File: src/rob_cfg_pkg.sv
package rob_cfg_pkg;

  // ----------------------------------------
  // buffer geometry
  // ----------------------------------------
  localparam int DISP_SIZE      = 4;  // slots per dispatch group
  localparam int CMT_ENTRY_SIZE = 8;  // group entries
  localparam int CMT_ENTRY_W    = $clog2(CMT_ENTRY_SIZE);

  // ----------------------------------------
  // widths with a meaning
  // ----------------------------------------

  // one bit per slot of a group
  typedef logic [DISP_SIZE-1:0] grp_id_t;

  // entry index, msb is the wrap bit
  typedef logic [CMT_ENTRY_W:0] cmt_id_t;

  typedef logic [31:0] pc_t;  // instruction address

  // [2] external, [1] timer, [0] software
  typedef logic [2:0] int_req_t;

endpackage

File: src/rob_types_pkg.sv
package rob_types_pkg;

  import rob_cfg_pkg::*;

  // ----------------------------------------
  // exception and interrupt causes
  // ----------------------------------------
  typedef enum logic [3:0] {
    EXC_NONE,
    INST_ACC_FAULT,
    ILLEGAL_INST,
    LOAD_ACC_FAULT,
    ECALL,
    INT_M_EXT,
    INT_M_TIMER,
    INT_M_SOFT
  } except_t;

  // ----------------------------------------
  // records between blocks
  // ----------------------------------------

  // one dispatch group from the front end
  typedef struct packed {
    pc_t                          pc;         // pc of slot 0
    grp_id_t                      grp_id;     // valid slots
    grp_id_t                      fe_except;  // front-end fault per slot
    except_t [DISP_SIZE-1:0]      fe_cause;
  } disp_t;

  // completion report from an execution unit
  typedef struct packed {
    logic    valid;
    cmt_id_t cmt_id;
    grp_id_t grp_id;        // one-hot slot
    logic    except_valid;
    except_t except_type;
  } done_rpt_t;

  // stored state of one group
  typedef struct packed {
    logic                         valid;
    logic                         cmt_id_msb;  // wrap bit at dispatch
    grp_id_t                      grp_id;
    grp_id_t                      done_grp_id;
    grp_id_t                      dead;
    grp_id_t                      except_valid;
    except_t [DISP_SIZE-1:0]      except_type;
    pc_t                          pc;
  } rob_entry_t;

  typedef struct packed {
    logic    commit;
    cmt_id_t cmt_id;
    grp_id_t grp_id;
    grp_id_t dead_id;
    logic    except_valid;
    logic    int_valid;
    except_t except_type;
    pc_t     epc;
    logic    flush_valid;
  } commit_blk_t;

  // head entry snapshot
  typedef struct packed {
    cmt_id_t cmt_id;
    grp_id_t grp_id;
    grp_id_t done_grp_id;
    grp_id_t except_valid;
  } rob_info_t;

endpackage

File: src/rob_commit_sel.sv
module rob_commit_sel (
  input  rob_types_pkg::rob_entry_t   i_entries [rob_cfg_pkg::CMT_ENTRY_SIZE],
  input  logic [rob_cfg_pkg::CMT_ENTRY_SIZE-1:0] i_all_done,
  input  rob_cfg_pkg::cmt_id_t        i_out_ptr,
  input  rob_cfg_pkg::int_req_t       i_int_req,
  output rob_types_pkg::commit_blk_t  o_commit,
  output logic                        o_commit_valid,
  output logic                        o_flush,
  output rob_types_pkg::rob_info_t    o_rob_info
);

  import rob_cfg_pkg::*;
  import rob_types_pkg::*;

  localparam int SLOT_W = $clog2(DISP_SIZE);

  rob_entry_t              w_head;
  logic [CMT_ENTRY_W-1:0]  w_head_idx;
  logic                    w_commit;
  grp_id_t                 w_exc_grp;   // excepting valid slots
  logic                    w_exc_any;
  logic [SLOT_W-1:0]       w_exc_idx;   // lowest excepting slot
  grp_id_t                 w_exc_dead;  // slots after it
  except_t                 w_exc_type;
  pc_t                     w_exc_pc;
  logic                    w_int_valid;
  except_t                 w_int_type;

  assign w_head_idx = i_out_ptr[CMT_ENTRY_W-1:0];
  assign w_head     = i_entries[w_head_idx];
  assign w_commit   = i_all_done[w_head_idx];

  // ----------------------------------------
  // exception select
  // ----------------------------------------
  assign w_exc_grp = w_head.except_valid & w_head.grp_id;
  assign w_exc_any = |w_exc_grp;

  // scan downward so the lowest slot is left
  always_comb begin
    w_exc_idx = '0;
    for (int d = DISP_SIZE-1; d >= 0; d--) begin
      if (w_exc_grp[d]) begin
        w_exc_idx = SLOT_W'(d);
      end
    end
  end

  always_comb begin
    for (int d = 0; d < DISP_SIZE; d++) begin
      w_exc_dead[d] = w_exc_any && (SLOT_W'(d) > w_exc_idx);
    end
  end

  assign w_exc_type = w_exc_any ? w_head.except_type[w_exc_idx] : EXC_NONE;
  assign w_exc_pc   = w_head.pc + (pc_t'(w_exc_idx) << 2);  // 4 bytes per slot

  // ----------------------------------------
  // interrupts, taken only on a commit
  // ----------------------------------------
  assign w_int_valid = w_commit && (|i_int_req);

  always_comb begin
    if (i_int_req[2]) begin
      w_int_type = INT_M_EXT;
    end else if (i_int_req[1]) begin
      w_int_type = INT_M_TIMER;
    end else if (i_int_req[0]) begin
      w_int_type = INT_M_SOFT;
    end else begin
      w_int_type = EXC_NONE;
    end
  end

  // ----------------------------------------
  // commit block
  // ----------------------------------------
  always_comb begin
    o_commit              = '0;
    o_commit.commit       = w_commit;
    o_commit.cmt_id       = i_out_ptr;
    o_commit.grp_id       = w_head.grp_id;
    o_commit.dead_id      = (w_head.dead | w_exc_dead) & w_head.grp_id;
    o_commit.except_valid = w_exc_any || w_int_valid;
    o_commit.int_valid    = w_int_valid;
    o_commit.except_type  = w_int_valid ? w_int_type : w_exc_type;
    o_commit.epc          = w_exc_pc;  // base pc when nothing excepts
    o_commit.flush_valid  = w_commit && (w_exc_any || w_int_valid);
  end

  assign o_commit_valid = w_commit;
  assign o_flush        = o_commit.flush_valid;

  assign o_rob_info.cmt_id       = i_out_ptr;
  assign o_rob_info.grp_id       = w_head.grp_id;
  assign o_rob_info.done_grp_id  = w_head.done_grp_id;
  assign o_rob_info.except_valid = w_head.except_valid;

endmodule

File: src/rob_disp_fmt.sv
module rob_disp_fmt (
  input  rob_types_pkg::disp_t      i_disp,
  input  rob_cfg_pkg::cmt_id_t      i_in_ptr,
  input  logic                      i_flush,
  output rob_types_pkg::rob_entry_t o_entry
);

  import rob_cfg_pkg::*;
  import rob_types_pkg::*;

  grp_id_t w_fe_exc;  // front-end faults on valid slots

  assign w_fe_exc = i_disp.fe_except & i_disp.grp_id;

  always_comb begin
    o_entry            = '0;
    o_entry.valid      = 1'b1;
    o_entry.cmt_id_msb = i_in_ptr[CMT_ENTRY_W];
    o_entry.grp_id     = i_disp.grp_id;
    o_entry.pc         = i_disp.pc;

    // faulting slots never reach execution, so done on arrival
    for (int d = 0; d < DISP_SIZE; d++) begin
      o_entry.done_grp_id[d]  = w_fe_exc[d];
      o_entry.except_valid[d] = w_fe_exc[d];
      o_entry.except_type[d]  = w_fe_exc[d] ? i_disp.fe_cause[d] : EXC_NONE;
    end

    // group arriving under a flush is already killed
    if (i_flush) begin
      o_entry.done_grp_id  = i_disp.grp_id;
      o_entry.dead         = i_disp.grp_id;
      o_entry.except_valid = '0;
    end
  end

endmodule

File: src/rob_entry.sv
module rob_entry #(
  parameter int DONE_PORTS = 3,
  parameter int ENTRY_IDX  = 0
) (
  input  logic                      i_clk,
  input  logic                      i_reset_n,
  input  rob_cfg_pkg::cmt_id_t      i_in_ptr,
  input  rob_cfg_pkg::cmt_id_t      i_out_ptr,
  input  logic                      i_load_valid,
  input  rob_types_pkg::rob_entry_t i_entry_in,
  input  rob_types_pkg::done_rpt_t  i_done_rpt [DONE_PORTS],
  input  logic                      i_commit,
  input  logic                      i_kill,
  output rob_types_pkg::rob_entry_t o_entry,
  output logic                      o_all_done
);

  import rob_cfg_pkg::*;
  import rob_types_pkg::*;

  rob_entry_t r_entry;
  rob_entry_t w_next;
  cmt_id_t    w_my_id;  // index plus stored wrap bit
  logic       w_load;
  logic       w_retire;

  assign w_my_id  = {r_entry.cmt_id_msb, CMT_ENTRY_W'(ENTRY_IDX)};
  assign w_load   = i_load_valid && (i_in_ptr[CMT_ENTRY_W-1:0] == CMT_ENTRY_W'(ENTRY_IDX));
  assign w_retire = i_commit && (i_out_ptr[CMT_ENTRY_W-1:0] == CMT_ENTRY_W'(ENTRY_IDX));

  // ----------------------------------------
  // next state
  // ----------------------------------------
  always_comb begin
    w_next = r_entry;
    if (w_retire) begin
      w_next.valid       = 1'b0;
      w_next.done_grp_id = '0;
    end else if (w_load) begin
      w_next = i_entry_in;
    end else if (r_entry.valid) begin
      for (int p = 0; p < DONE_PORTS; p++) begin
        if (i_done_rpt[p].valid && (i_done_rpt[p].cmt_id == w_my_id)) begin
          w_next.done_grp_id = w_next.done_grp_id | i_done_rpt[p].grp_id;
          for (int d = 0; d < DISP_SIZE; d++) begin
            if (i_done_rpt[p].grp_id[d] && i_done_rpt[p].except_valid) begin
              w_next.except_valid[d] = 1'b1;
              w_next.except_type[d]  = i_done_rpt[p].except_type;
            end
          end
        end
      end
      // flush from an older group wins over late reports
      if (i_kill) begin
        w_next.done_grp_id  = r_entry.grp_id;
        w_next.dead         = r_entry.grp_id;
        w_next.except_valid = '0;
      end
    end
  end

  always_ff @(posedge i_clk or negedge i_reset_n) begin
    if (!i_reset_n) begin
      r_entry <= '0;
    end else begin
      r_entry <= w_next;
    end
  end

  assign o_entry    = r_entry;
  assign o_all_done = r_entry.valid && ((r_entry.grp_id & ~r_entry.done_grp_id) == '0);

  // ----------------------------------------
  // report must address a dispatched slot
  // ----------------------------------------
  for (genvar p = 0; p < DONE_PORTS; p++) begin : g_rpt_chk
    a_rpt_in_grp: assert property (
      @(posedge i_clk) disable iff (!i_reset_n)
      (i_done_rpt[p].valid && r_entry.valid && (i_done_rpt[p].cmt_id == w_my_id))
        |-> ((i_done_rpt[p].grp_id & ~r_entry.grp_id) == '0)
    ) else $error("completion report for a slot outside entry %0d", ENTRY_IDX);
  end

endmodule

File: src/rob_ptr.sv
module rob_ptr (
  input  logic                 i_clk,
  input  logic                 i_reset_n,
  input  logic                 i_in_valid,   // dispatch
  input  logic                 i_out_valid,  // commit
  output rob_cfg_pkg::cmt_id_t o_in_ptr,
  output rob_cfg_pkg::cmt_id_t o_out_ptr,
  output logic                 o_full
);

  import rob_cfg_pkg::*;

  cmt_id_t r_in_ptr;
  cmt_id_t r_out_ptr;
  logic    w_empty;

  // index bits wrap into the msb
  always_ff @(posedge i_clk or negedge i_reset_n) begin
    if (!i_reset_n) begin
      r_in_ptr  <= '0;
      r_out_ptr <= '0;
    end else begin
      if (i_in_valid) begin
        r_in_ptr <= r_in_ptr + cmt_id_t'(1);
      end
      if (i_out_valid) begin
        r_out_ptr <= r_out_ptr + cmt_id_t'(1);
      end
    end
  end

  // same index, wrap bits tell full from empty
  assign o_full  = (r_in_ptr[CMT_ENTRY_W-1:0] == r_out_ptr[CMT_ENTRY_W-1:0]) &&
                   (r_in_ptr[CMT_ENTRY_W] != r_out_ptr[CMT_ENTRY_W]);
  assign w_empty = (r_in_ptr == r_out_ptr);

  assign o_in_ptr  = r_in_ptr;
  assign o_out_ptr = r_out_ptr;

  // ----------------------------------------
  // protocol checks
  // ----------------------------------------

  // front end has to hold dispatch on the full level
  a_no_disp_full: assert property (
    @(posedge i_clk) disable iff (!i_reset_n)
    i_in_valid |-> !o_full
  ) else $error("dispatch while ROB full");

  // head commit only ever comes from a stored group
  a_no_cmt_empty: assert property (
    @(posedge i_clk) disable iff (!i_reset_n)
    i_out_valid |-> !w_empty
  ) else $error("commit while ROB empty");

endmodule

File: src/rob_top.sv
module rob_top #(
  parameter int DONE_PORTS = 3
) (
  input  logic                       i_clk,
  input  logic                       i_reset_n,
  input  logic                       i_disp_valid,
  input  rob_types_pkg::disp_t       i_disp,
  input  rob_types_pkg::done_rpt_t   i_done_rpt [DONE_PORTS],
  input  rob_cfg_pkg::int_req_t      i_int_req,
  output rob_types_pkg::commit_blk_t o_commit,
  output rob_types_pkg::rob_info_t   o_rob_info,
  output rob_cfg_pkg::cmt_id_t       o_new_cmt_id,
  output logic                       o_rob_full
);

  import rob_cfg_pkg::*;
  import rob_types_pkg::*;

  cmt_id_t                   w_in_ptr;
  cmt_id_t                   w_out_ptr;
  rob_entry_t                w_entry_in;  // fresh record for the in slot
  rob_entry_t                w_entries [CMT_ENTRY_SIZE];
  logic [CMT_ENTRY_SIZE-1:0] w_all_done;
  logic                      w_commit_valid;
  logic                      w_flush;

  rob_ptr u_ptr (
    .i_clk       (i_clk),
    .i_reset_n   (i_reset_n),
    .i_in_valid  (i_disp_valid),
    .i_out_valid (w_commit_valid),
    .o_in_ptr    (w_in_ptr),
    .o_out_ptr   (w_out_ptr),
    .o_full      (o_rob_full)
  );

  rob_disp_fmt u_disp_fmt (
    .i_disp   (i_disp),
    .i_in_ptr (w_in_ptr),
    .i_flush  (w_flush),
    .o_entry  (w_entry_in)
  );

  // ----------------------------------------
  // entry array
  // ----------------------------------------
  for (genvar c = 0; c < CMT_ENTRY_SIZE; c++) begin : g_entry
    rob_entry #(
      .DONE_PORTS (DONE_PORTS),
      .ENTRY_IDX  (c)
    ) u_entry (
      .i_clk        (i_clk),
      .i_reset_n    (i_reset_n),
      .i_in_ptr     (w_in_ptr),
      .i_out_ptr    (w_out_ptr),
      .i_load_valid (i_disp_valid),
      .i_entry_in   (w_entry_in),
      .i_done_rpt   (i_done_rpt),
      .i_commit     (w_commit_valid),
      .i_kill       (w_flush),      // flush kills all younger groups
      .o_entry      (w_entries[c]),
      .o_all_done   (w_all_done[c])
    );
  end

  rob_commit_sel u_commit_sel (
    .i_entries      (w_entries),
    .i_all_done     (w_all_done),
    .i_out_ptr      (w_out_ptr),
    .i_int_req      (i_int_req),
    .o_commit       (o_commit),
    .o_commit_valid (w_commit_valid),
    .o_flush        (w_flush),
    .o_rob_info     (o_rob_info)
  );

  assign o_new_cmt_id = w_in_ptr;  // id of the next dispatch

endmodule

File: config.mk
export PLATFORM = sky130hd
export DESIGN_NAME = rob_top
export DESIGN_NICKNAME = d
export VERILOG_FILES = /design/src/rob_cfg_pkg.sv /design/src/rob_types_pkg.sv /design/src/rob_commit_sel.sv /design/src/rob_disp_fmt.sv /design/src/rob_entry.sv /design/src/rob_ptr.sv /design/src/rob_top.sv
export SDC_FILE = /design/constraint.sdc
export NUM_CORES = 2
export LEC_CHECK = 0
export BUFFER_PORTS_ARGS = -buffer_cell sky130_fd_sc_hd__buf_2
export CELL_PAD_IN_SITES_DETAIL_PLACEMENT = 1
export CELL_PAD_IN_SITES_GLOBAL_PLACEMENT = 1
export CORE_MARGIN = 2
export CORE_UTILIZATION = 28
export CTS_CLUSTER_SIZE = 16
export DETAILED_ROUTE_END_ITERATION = 10
export GPL_TIMING_DRIVEN = 0
export PLACE_DENSITY = 0.66
export SETUP_SLACK_MARGIN = 0.4
export SYNTH_ARGS = -nofsm -noshare
export SYNTH_HDL_FRONTEND = slang
export SYNTH_HIERARCHICAL = 1
export SYNTH_SLANG_ARGS = --single-unit
File: constraint.sdc
create_clock -name i_clk -period 4.6 [get_ports i_clk]
set_clock_uncertainty 0.15 [all_clocks]
set_input_delay 0.92 -clock i_clk [delete_from_list [all_inputs] [get_ports i_clk]]
set_output_delay 0.92 -clock i_clk [all_outputs]
set_load 0.02 [all_outputs]
### Word level (Yosys, flattened, before mapping)

Index checks and enable logic that the tools add are counted.

* magnitude comparators: 7
* equal/unequal tests: 40
* muxes and demuxes: 365
* add/subtract/negate cells: 3
* reduce and logical (&&, ||, !) cells: 136
* bitwise operators: 53

Operators by type and width (number)
* $mux W4: 185
* $mux W20: 32
* $mux W28: 16
* $bmux W66 S3: 1
* $mux W64: 2
* $mux W12: 9
* $mux W1: 105
* $or A4 B4 Y4: 25
* $eq A4 B4 Y1: 24
* $logic_and A1 B1 Y1: 67
* $mux W6: 8
* $reduce_bool A2 Y1: 24
* $and A4 B4 Y4: 11
* $add A32 B4 Y32: 1
* $logic_not A4 Y1: 8
* $not A4 Y4: 8
* $reduce_and A2 Y1: 16
* $eq A3 B3 Y1 const B: 8
* $reduce_and A3 Y1: 8
* $reduce_bool A3 Y1: 8
* $eq A3 B2 Y1 const B: 4
* $add A4 B1 Y4 const B: 2
* $bmux W4 S2: 1
* $mux W2: 4
* other kinds (16): 27

* output and inout bits: 73
* logic and storage cells: 694
* input port bits: 104
* register bits after elaboration: 536

### Longest topological paths before layout

* word-level depth: 19
* mapped depth: 17
* gate-level depth less buffers: 14

### Cells and area by module

The synthesis kept the hierarchy.

By module, submodules not included
* rob_entry at g_entry[1].u_entry ...: area an instance 3666.0 um^2, cells each 417, sequential area each 1651.6 um^2, times used 2
* rob_entry at g_entry[5].u_entry ...: area an instance 3578.4 um^2, cells each 412, sequential area each 1651.6 um^2, times used 2
* rob_commit_sel: area an instance 5116.2 um^2, cells each 442, sequential area each 0.0 um^2, times used 1
* rob_entry at g_entry[0].u_entry: area an instance 3711.1 um^2, cells each 423, sequential area each 1651.6 um^2, times used 1
* rob_entry at g_entry[3].u_entry: area an instance 3669.8 um^2, cells each 426, sequential area each 1651.6 um^2, times used 1
* rob_entry at g_entry[4].u_entry: area an instance 3599.7 um^2, cells each 427, sequential area each 1651.6 um^2, times used 1
* rob_entry at g_entry[7].u_entry: area an instance 3529.6 um^2, cells each 418, sequential area each 1651.6 um^2, times used 1
* rob_disp_fmt: area an instance 495.5 um^2, cells each 68, sequential area each 0.0 um^2, times used 1
* rob_ptr: area an instance 361.6 um^2, cells each 27, sequential area each 200.2 um^2, times used 1

### Worst setup path after synthesis

Ideal clock, no wire load.

* path type: flip-flop to output port
* start: register u_ptr.r_out_ptr[0], in the netlist u_ptr/o_out_ptr[0]
* end: output port o_commit[32] (netlist bit)
* cell stages (with the launch flop): 17
* slack: -0.621 ns
* required time: 3.530 ns
* arrival time: 4.151 ns
* buffers on the path: 7
* cell sequence: dfrtp_1 > buf_6 > buf_12 > buf_8 > buf_6 > buf_4 > buf_4 > buf_4 > mux4_2 > nand2_1 > nand2_1 > ha_1 > a21oi_1 > a2111oi_4 > nand3_2 > nor4_2 > xnor2_1

RTL lines
* from (decl): line rob_ptr.sv:14 `cmt_id_t r_out_ptr;`
* from (signal assigned): line rob_ptr.sv:27 `r_out_ptr <= r_out_ptr + cmt_id_t'(1);`
* to (decl): line rob_top.sv:10 `output rob_types_pkg::commit_blk_t o_commit,`

==> results_tabular.tex <==
\begin{tabular}{lr}
\hline
Metric & Value \\
\hline
\multicolumn{2}{l}{\textbf{Route}} \\
\quad Count of antenna-violating nets left after detailed routing & 0 \\
\quad Routed WL & 183700 µm \\
\quad Total iterations of the first detailed-routing run & 5 \\
\quad Post-DR wirelength/cell & roughly 31 µm \\
\quad Number of remaining DRC errors & 0 \\
\quad Vias post-DR & 35968 \\
\quad Number of design-rule violations left by the first detailed-router iteration & 4032 \\
\quad Mean number of vias per cell & 6.095 \\
\multicolumn{2}{l}{\textbf{Floorplan}} \\
\quad Floorplan Core Area & about 120000 µm² \\
\quad Die extent in x & $\sim$360 µm \\
\quad Number of top-level pins & around 180 \\
\quad Die Y-Extent & approximately 360 µm \\
\quad Die area & about 130000 µm² \\
\quad Number of placement rows & $\sim$130 \\
\quad Initial core utilization & $\sim$28\% \\
\multicolumn{2}{l}{\textbf{Timing}} \\
\quad Unrepaired setup endpoints after global routing & true \\
\quad Remaining max-slew budget at the tightest pin & roughly 15\% \\
\quad Setup total negative slack & -29.27 ns \\
\quad Tightest Pin Transition & $\sim$1.3 ns \\
\quad Minimum clock period after layout & 5.757 ns \\
\quad Share of the clock period used by the worst path & 125.1\% \\
\quad Maximum achievable frequency & 173.7 MHz \\
\quad Worst Setup Slack, final & -1.157 ns \\
\quad Final-report max-slew violation count & 0 \\
\quad Final hold vios & 0 \\
\quad Setup violation total in the final timing report & 38 \\
\multicolumn{2}{l}{\textbf{Worst setup path}} \\
\quad Critical register-to-register path endpoint & g\_entry[7].u\_entry/o\_entry[51] \\
\quad Required time of the critical path & approximately 3.5 ns \\
\quad Critical register-to-register path startpoint & u\_ptr/o\_out\_ptr[0] \\
\quad Type of element launching the critical path & flip-flop \\
\quad Crit Path Class & reg2out \\
\quad Sort of element at the end of the critical path & output port \\
\quad Data arrival time of the critical path & between 4 and 5 ns \\
\quad Worst r2r path cells & 15 \\
\quad Largest driver fanout on the critical path & 5 \\
\quad Register-to-register path setup slack & 0.10 ns \\
\multicolumn{2}{l}{\textbf{Clocking}} \\
\quad Post-CTS clock slew at the launch and capture registers of the worst setup and hold paths & around 0.050 ns \\
\quad Root buffer cell & sky130\_fd\_sc\_hd\_\_clkbuf\_16 \\
\quad Number of sinks driven by the clock tree & around 540 \\
\quad H-tree levels & 3 \\
\quad Number of CTS-inserted buffers & 70 \\
\quad Hold-fix buffers, CTS & 0 \\
\quad Clk\_lat worst skew & between 0.6 and 0.7 ns \\
\quad Clock tree buffer depth & 3 \\
\quad CTS tree & built \\
\multicolumn{2}{l}{\textbf{Synth}} \\
\quad Flop and latch count out of synthesis & $\sim$540 \\
\quad Synthesized area divided by synthesized cell count & 8.993 µm² \\
\quad Share of synthesized area occupied by flip-flops and latches & 38.35\% \\
\quad Fraction of registers with async set/reset & 100.0\% \\
\quad Post-synthesis instance area & approximately 35000 µm² \\
\quad Number of library cell types mapped by synthesis & between 100 and 150 \\
\quad Area share of the largest cell type after synthesis & 38.35\% \\
\quad Top cells by count, synth & sky130\_fd\_sc\_hd\_\_nand2\_1 (1008), sky130\_fd\_sc\_hd\_\_dfrtp\_1 (536), sky130\_fd\_sc\_hd\_\_a21oi\_1 (377), sky130\_fd\_sc\_hd\_\_o22ai\_1 (183), sky130\_fd\_sc\_hd\_\_nand3\_1 (146) \\
\quad Cell types with the largest area share after synthesis & sky130\_fd\_sc\_hd\_\_dfrtp\_1 (38\%), sky130\_fd\_sc\_hd\_\_nand2\_1 (11\%), sky130\_fd\_sc\_hd\_\_mux4\_2 (7.9\%) \\
\quad Post-synth net total & roughly 4000 \\
\quad Dominant cell by count in the synthesized netlist & sky130\_fd\_sc\_hd\_\_nand2\_1 \\
\quad Library cell with the largest summed area after synthesis & sky130\_fd\_sc\_hd\_\_dfrtp\_1 \\
\quad Warnings, synthesis & 6 \\
\quad Number of standard cells after synthesis & between 3000 and 4000 \\
\quad Number of flops mapped to enable cells by yosys & 0 \\
\quad Predominant post-synthesis flop cell & sky130\_fd\_sc\_hd\_\_dfrtp\_1 \\
\multicolumn{2}{l}{\textbf{Place}} \\
\quad Count of placed standard cells including taps & around 5700 \\
\quad HPWL after detailed placement & 125800 µm \\
\quad Port buffer count & $\sim$140 \\
\quad Final RePlAce weighted congestion & 0.9911 \\
\multicolumn{2}{l}{\textbf{Final layout}} \\
\quad Non-filler instance count after layout & between 5000 and 6000 \\
\quad Fillcell total & between 10000 and 15000 \\
\quad Synth-to-Final Area Change & 22.76\% \\
\quad Share of cells above drive strength 1 & about a quarter \\
\quad Final \#Nets & between 4000 and 5000 \\
\quad Ant. Diodes & 0 \\
\multicolumn{2}{l}{\textbf{Global routing}} \\
\quad Number of antenna violations at the first check in global routing & 9 \\
\quad Number of global-route vias before repair & 36146 \\
\quad Pin count of the biggest net entering global routing & 115 \\
\quad First-pass GRT wire length & 260700 µm \\
\quad Total congestion overflow & 0 \\
\quad Global Route Usage Sum & between 20 and 30\% \\
\multicolumn{2}{l}{\textbf{Outcome}} \\
\quad Violated checks & negative setup slack \\
\quad Run status & complete, but fails checks \\
\multicolumn{2}{l}{\textbf{Min path}} \\
\quad Hold Crit Class & in2async \\
\multicolumn{2}{l}{\textbf{Power and ir drop}} \\
\quad Leakage & $\sim$19 nW \\
\quad Total power per unit cell area & between 700 and 800 nW/µm² \\
\quad Peak supply drop & 332.6 µV \\
\multicolumn{2}{l}{\textbf{Flow run}} \\
\quad Max-cap viol count & 0 \\
\hline
\end{tabular}
flip-flops by register name (all words and copies together) (netlist names):
signal                   flops
u_ptr/o_in_ptr               4
g_entry.u_entry/o_entry    528
u_ptr/o_out_ptr              4
layout by cell type (no fill, tap or decap), types with 74 or more instances in the layout:
| cell type | instances |
|---|---|
| sky130_fd_sc_hd__buf_2 | 154 |
| sky130_fd_sc_hd__clkbuf_16 | 74 |
| sky130_fd_sc_hd__o22ai_1 | 183 |
| sky130_fd_sc_hd__o211ai_1 | 103 |
| sky130_fd_sc_hd__nand2_1 | 979 |
| sky130_fd_sc_hd__a211o_1 | 105 |
| sky130_fd_sc_hd__nand3_1 | 131 |
| sky130_fd_sc_hd__buf_6 | 75 |
| sky130_fd_sc_hd__buf_4 | 141 |
| sky130_fd_sc_hd__dfrtp_1 | 533 |
| sky130_fd_sc_hd__mux4_2 | 126 |
| sky130_fd_sc_hd__a21oi_1 | 371 |
| sky130_fd_sc_hd__nor2_1 | 118 |
critical path, stage by stage, from the launching register on:
cell and delay (ns):
sky130_fd_sc_hd__dfrtp_4 0.48, sky130_fd_sc_hd__buf_12 0.16, sky130_fd_sc_hd__buf_12 0.16, sky130_fd_sc_hd__mux4_2 0.61, sky130_fd_sc_hd__and3_4 0.24, sky130_fd_sc_hd__a211oi_4 0.29, sky130_fd_sc_hd__o21ai_4 0.15, sky130_fd_sc_hd__inv_2 0.09
sky130_fd_sc_hd__ha_4 0.13, sky130_fd_sc_hd__inv_2 0.04, sky130_fd_sc_hd__fa_2 0.41, sky130_fd_sc_hd__a2111oi_4 0.22, sky130_fd_sc_hd__buf_6 0.19, sky130_fd_sc_hd__nand4_1 0.14, sky130_fd_sc_hd__buf_4 0.21, sky130_fd_sc_hd__nor2_4 0.14
sky130_fd_sc_hd__xnor2_2 0.17, sky130_fd_sc_hd__buf_4 0.19
cell families after synthesis:
family | Yosys count | share of synthesized area, %
compound gates | 1053 | 19.55
xor+xnor | 74 | 2.411
fa+ha+maj | 5 | 0.2004
buf+inv | 332 | 5.456
flops | 536 | 38.35
mux | 210 | 10.85
other cells | 1 | 0.01072
simple gates | 1678 | 23.17
stage by stage:
step | total power [mW] | area (µm²) | hold slack [ns] | utilization (%) | setup slack [ns]
finish | 32.66 | 42930 | 0.05584 | 34.68 | -1.157
global route | 34.08 | 42930 | 0.08546 | 34.68 | -1.243
CTS | 31.31 | 41820 | 0.04989 | 33.78 | -1.105
detailed placement | 24.37 | 38220 | 0.3077 | 30.87 | -2.882
global placement | 23.98 | 38070 | 0.3027 | 30.75 | -10.92
floorplan | 18.55 | 35300 | 0.2873 | - | -0.1957
cell type report:
cell class	instances	area (µm²)	area share [%]
plain buffers	289	2240	5.217
clock buffers	107	2142	4.989
clock inverters	18	221.5	0.5158
inverters	43	167.7	0.3905
multi-input cells	3022	20550	47.88
flip-flops and latches	536	13420	31.27
well taps	1637	2048	4.771
repair buffers	249	2135	4.972
repair_timing:
action | in CTS | in global routing
gates resized for setup | 228 | 184
pin swaps | 23 | 36
setup endpoints to repair | 588 | 302
cloned | 2 | 2
setup buffers | 50 | 46
report_power, final:
group          switching, mW  leakage, nW  internal (mW)
logic                   10.7         11.2           7.52
registers               1.93         6.53           6.83
clock network           2.43         1.17           3.30
total                   15.0         18.9           17.6
per-layer routing:
metal / vias up / part of all wire (%) / global-route usage [%]
met5: - / 0.041 / 0
met4: 10 / 5.5 / 14.40
met3: 511 / 10 / 6.439
met2: 2140 / 45 / 43.52
met1: 18318 / 39 / 36.58
li1: 14989 / - / -
worst max-delay path by stage:
stage / from / end / slack [ns] / depth (start not counted)
finish: u_ptr/o_out_ptr[0] / o_commit[25] / -1.16 / 17
floorplan: u_ptr/o_out_ptr[0] / o_commit[23] / -0.20 / 17
detailed placement: u_ptr/o_out_ptr[1] / o_commit[25] / -2.88 / 16
global placement: i_reset_n / u_ptr/o_out_ptr[0] / -10.92 / 1
CTS: u_ptr/o_out_ptr[0] / o_commit[25] / -1.11 / 17
global route: u_ptr/o_out_ptr[0] / o_commit[25] / -1.24 / 16
(Power assumes the default switching activity.)
